`config.mk`:
```
export PLATFORM = sky130hd
export DESIGN_NAME = mdu_combine
export DESIGN_NICKNAME = d
export VERILOG_FILES = /design/src/mdu_combine.sv
export VERILOG_INCLUDE_DIRS = /design/src /design/src/src
export SDC_FILE = /design/constraint.sdc
export NUM_CORES = 1
export LEC_CHECK = 0
export BUFFER_PORTS_ARGS = -buffer_cell sky130_fd_sc_hd__buf_2
export CORE_UTILIZATION = 42
export DETAILED_ROUTE_END_ITERATION = 7
export PLACE_DENSITY = 0.93
export SLEW_MARGIN = 20
export SYNTH_ARGS = -nofsm -noshare
export SYNTH_HDL_FRONTEND = slang
export SYNTH_SLANG_ARGS = --single-unit
```
`constraint.sdc`:
```
create_clock -name clk -period 1.3 [get_ports clk]
set_input_delay 0.26 -clock clk [delete_from_list [all_inputs] [get_ports clk]]
set_output_delay 0.26 -clock clk [all_outputs]
set_load 0.01 [all_outputs]
```
`src/mdu_params.svh`:
```
/*
 * Width and timing constants of the multiply-divide unit.
 * MDU_XLEN must stay 64; the word forms assume a 32-bit low half.
 * Both cycle counts must be at least 1.
 */

`ifndef MDU_PARAMS_SVH
`define MDU_PARAMS_SVH

// data path width of the operands and the result.
`define MDU_XLEN 64

// cycles the multiplier stays busy after it accepts an operation.
`define MDU_MUL_CYCLES 4

// cycles the divider stays busy after it accepts an operation.
`define MDU_DIV_CYCLES 4

`endif

```
`src/mdu_combine.sv`:
```
/*
 * Issue control and result register of the multiply-divide unit.
 * Only one operation is in flight, so the two done pulses never overlap.
 * result holds its value until the next result_valid pulse.
 */

`include "mdu_params.svh"

module mdu_combine (
        input  logic                    clk,
        input  logic                    rst,
        input  logic                    op_valid,
        input  logic                    mul_idle,
        input  logic                    mul_done,
        input  logic                    div_idle,
        input  logic                    div_done,
        input  logic [`MDU_XLEN-1:0]    mul_result,
        input  logic [`MDU_XLEN-1:0]    div_result,
        output logic                    ready,
        output logic                    issue,
        output logic                    result_valid,
        output logic [`MDU_XLEN-1:0]    result
);

        // a new operation waits until both units are idle.
        assign ready = mul_idle & div_idle;
        assign issue = op_valid & ready;

        // one-cycle pulse, one cycle after the unit's done.
        always_ff @(posedge clk) begin
                if (rst) begin
                        result_valid <= 1'b0;
                end else begin
                        result_valid <= mul_done | div_done;
                end
        end

        always_ff @(posedge clk) begin
                if (rst) begin
                        result <= '0;
                end else if (mul_done) begin
                        result <= mul_result;
                end else if (div_done) begin
                        result <= div_result;
                end
        end

endmodule

```
== Word level (Yosys, flattened, before mapping) ==
Index checks and enable logic that the tools add are counted.
Word-level totals
  bits in registers: 65
  bits in latches: 0
  RAM bits: 0
  memory bits (read-only): 0
  input port bits: 135
  word-level logic and storage cells: 8
  memories kept: 0
Cells by class
  add/subtract/negate cells: 0
  multiply operators: 0
  div/mod/pow operators: 0
  $lt $le $gt $ge: 0
  eq/ne operators: 0
  shift operators: 0
  muxes and demuxes: 2
  bitwise operators: 3
  reductions and logical operators: 1
Operators with widths (number)
  two-way mux 64 bit: 2
  AND 1 bit: 2
  nonzero test 2 bit: 1
  bitwise OR 1 bit: 1

== Depth between registers and ports, before layout ==
  word-level depth: 2
  gate-level depth with buffers: 4
  gate-level depth less buffers: 2

== Worst setup path before layout ==
Ideal clock, no wire load.
  kind: in2reg
  start: in mul_done
  end: reg result[10]
  arrival time: 0.887 ns
  slack: 0.275 ns
  stages: 4
  path buffers: 2
  cell sequence: buf_2 > inv_2 > clkbuf_1 > a211oi_1
Between the ends
  word-level cells in the longest chain between the ends: 1
  elaborated cells between the ends (all ways): 2
Ends and longest elaborated chain
  start: declaration: line mdu_combine.sv:14  | input logic mul_done,
  two-way mux 64 bit / nonzero test 2 bit (equally long branches)
  end signal: assignment: line mdu_combine.sv:42  | result <= mul_result;
  end signal: assignment: line mdu_combine.sv:44  | result <= div_result;
  end: declaration: line mdu_combine.sv:22  | output logic [`MDU_XLEN-1:0] result
Parallel ways exist; a longest one is shown, timed or not.
A chain may end at the register's enable or synchronous reset.

== Final worst setup path ==
  start: reg result[59]
  end: out result[59]
No word-level cell between the ends.

==> key figures <==
CTS
  • Clk buf depth: 2
  • Clock sink total: 65
  • Clock tree root buffer cell: clkbuf_8
  • CTS clock-pin slew for the worst setup and hold paths: 0.08 ns
  • Setup bufs post-CTS: 0
  • TritonCTS Buffers: 9
  • Post-CTS Resized: 0
  • Clk_lat worst skew: 0.31 ns
  • Hold Buf Count CTS: 0
  • H-tree Lvls: 3
  • CTS tree: done

Place
  • Post-Place Cells: 564
  • GP Congestion: 0.7512
  • Hpwl dp: 5725 µm
  • Port Buf Inserts: 201
  • Dpl cell area: 4075 µm²

Drt
  • Routed Antenna Nets: 0
  • Initial DRC count: 52
  • Pre-antenna DRT Iters: 3
  • Vias/cell: 5.036
  • Via count of the routed design: 2921
  • DRC: 0
  • DR WL/cell: 13.91 µm
  • Post-Route WL: 8065 µm

Global routing
  • Pin count of the biggest net entering global routing: 66
  • Congestion Overflow GR: 0
  • Initial antenna violation count: 0
  • Gr usage total: 0.2129
  • First-pass GRT wire length: 12680 µm
  • Vias in the first global route: 3044

Pwr
  • Peak supply drop: 0.5023 mV
  • LEAKAGE: 2.123 nW
  • Design Power: 4.534 mW
  • PD cells: 1072 nW/µm²

Synthesis
  • Synthesized cell area: 3015 µm²
  • Area leader, netlist: dfxtp_1
  • Count of cell types in the netlist: 12
  • Cells after synthesis: 289
  • Synth warnings: 0
  • Seq/Total Area, Yosys: 0.4315
  • Area share of the largest cell type after synthesis: 0.4315
  • Synth Net Count: 424
  • Area contributors post-synth: dfxtp_1 43%, mux2i_1 21%, a211oi_1 16%, nor2b_1 13%, buf_8 2.5%
  • Avg Cell Area, Syn: 10.43 µm²
  • Flops & latches, synth: 65

Setup path
  • CP max stage delay: 0.35 ns
  • Top delay family on crit path: flip-flops
  • Worst-path cell chain: buf_2
  • Worst Path Arrival: 0.80 ns
  • CP Launch Type: register
  • CP max FO: 2
  • WS Path Type: register to output pin
  • WP buf/inv: 1
  • Required @ worst endpoint: 1.04 ns
  • Crit end category: output pin
  • Slowest CP cell: dfxtp_1

Floorplan
  • Initial Utilization: 0.4390
  • Die Height: 86.73 µm
  • Num ports: 202
  • Row count: 30
  • Die area: 7522 µm²
  • Horiz. Die Dim: 86.73 µm
  • Core Box Area: 6869 µm²

Timing
  • Worst slew pin tran: 0.2917 ns
  • Hold slack: 0.2251 ns
  • RSZ-0062 raised after global routing: no
  • Final Slew Violations: 0
  • Worst Skew: 0 ns
  • Fmax: 940.5 MHz
  • Final worst-path cycle share: 0.8179
  • Setup TNS: 0 ns
  • Fin. Hold Viols: 0
  • Minimum clock period: 1.063 ns
  • Max transition margin: 0.8055
  • Final setup vio count: 0

Final layout
  • Fillers: 591
  • Non-Filler Instances: 580
  • Layout Nets: 614
  • Area Growth Syn to Fin: 40.29%
  • Final Cell Area: 4230 µm²
  • Fraction of layout cells with a size suffix above 1: 0.4545
  • Final antenna diode count: 0

Job
  • Max Cap Viol: 0

Status
  • Status: completed

Hold path
  • HP Class: primary input to register
logic make-up after synthesis:
group           count (synthesis)  share of synthesized area
compound gates                 64                     0.1593
mux                            64                     0.2124
simple gates                   68                     0.1394
flops                          65                     0.4315
buf+inv                        28                    0.05726
registers in the layout (all words and copies together) (netlist names):
signal and flops:
result 64, result_valid 1
metrics by stage:
| stage | util | setup WS, ns |
|---|---|---|
| 2_1_floorplan | - | 0.2751 |
| 3_3_place_gp | 0.5933 | 0.1810 |
| 3_5_place_dp | 0.5933 | 0.1314 |
| 4_1_cts | 0.6158 | 0.2137 |
| 5_1_grt | 0.6158 | 0.1800 |
| 6_report | 0.6158 | 0.2368 |
where the power goes:
part	internal, mW	leakage, nW	switching, mW	total (mW)
Sequential	2.15	0.542	0.0774	2.22
Combinational	0.479	1.50	0.443	0.921
Clock	0.682	0.0839	0.708	1.39
Total	3.31	2.12	1.23	4.53
cell usage after synthesis:
| library cell | instances |
|---|---|
| nor2b_1 | 64 |
| a211oi_1 | 64 |
| and2_1 | 1 |
| clkbuf_1 | 18 |
| nor2_1 | 2 |
| inv_2 | 1 |
| mux2i_1 | 64 |
| and3_1 | 1 |
| buf_6 | 1 |
| buf_2 | 3 |
| buf_8 | 5 |
| dfxtp_1 | 65 |
placed cells by master, fill, tap and decap left out:
cell / instances
buf_2: 200
dfxtp_1: 65
mux2i_1: 64
nor2b_1: 64
a211oi_1: 64
clkbuf_8: 9
buf_12: 5
clkinv_2: 4
clkbuf_1: 3
nor2_1: 2
and2_1: 1
and3_1: 1
inv_2: 1
buf_4: 1
worst paths after layout:
path | from | to | slack, ns | cells past startpoint
max reg2reg | result[50] | result[50] | 0.49 | 2
min | mul_result[38] | result[38] | 0.23 | 3
min reg2reg | result[62] | result[62] | 0.55 | 2
max | result[59] | result[59] | 0.24 | 1
layout make-up:
class                   instances  area (µm²)  share of cell area
multi-input cells             196        1541              0.3644
clock inverters                 4       20.02            0.004732
flip-flops and latches         65        1301              0.3076
repair buffers                206        1109              0.2621
clock buffers                  12       135.1             0.03194
well taps                      96       120.1             0.02839
inverters                       1       3.754           0.0008873
routing by layer:
metal,up-vias,part of all wire,global-route usage
met5,-,0,0
met1,1374,0.38,0.2109
met4,0,0.013,0.07424
met3,13,0.055,0.04667
li1,1422,-,-
met2,112,0.55,0.4293
Power figures use the tool's default switching activity.
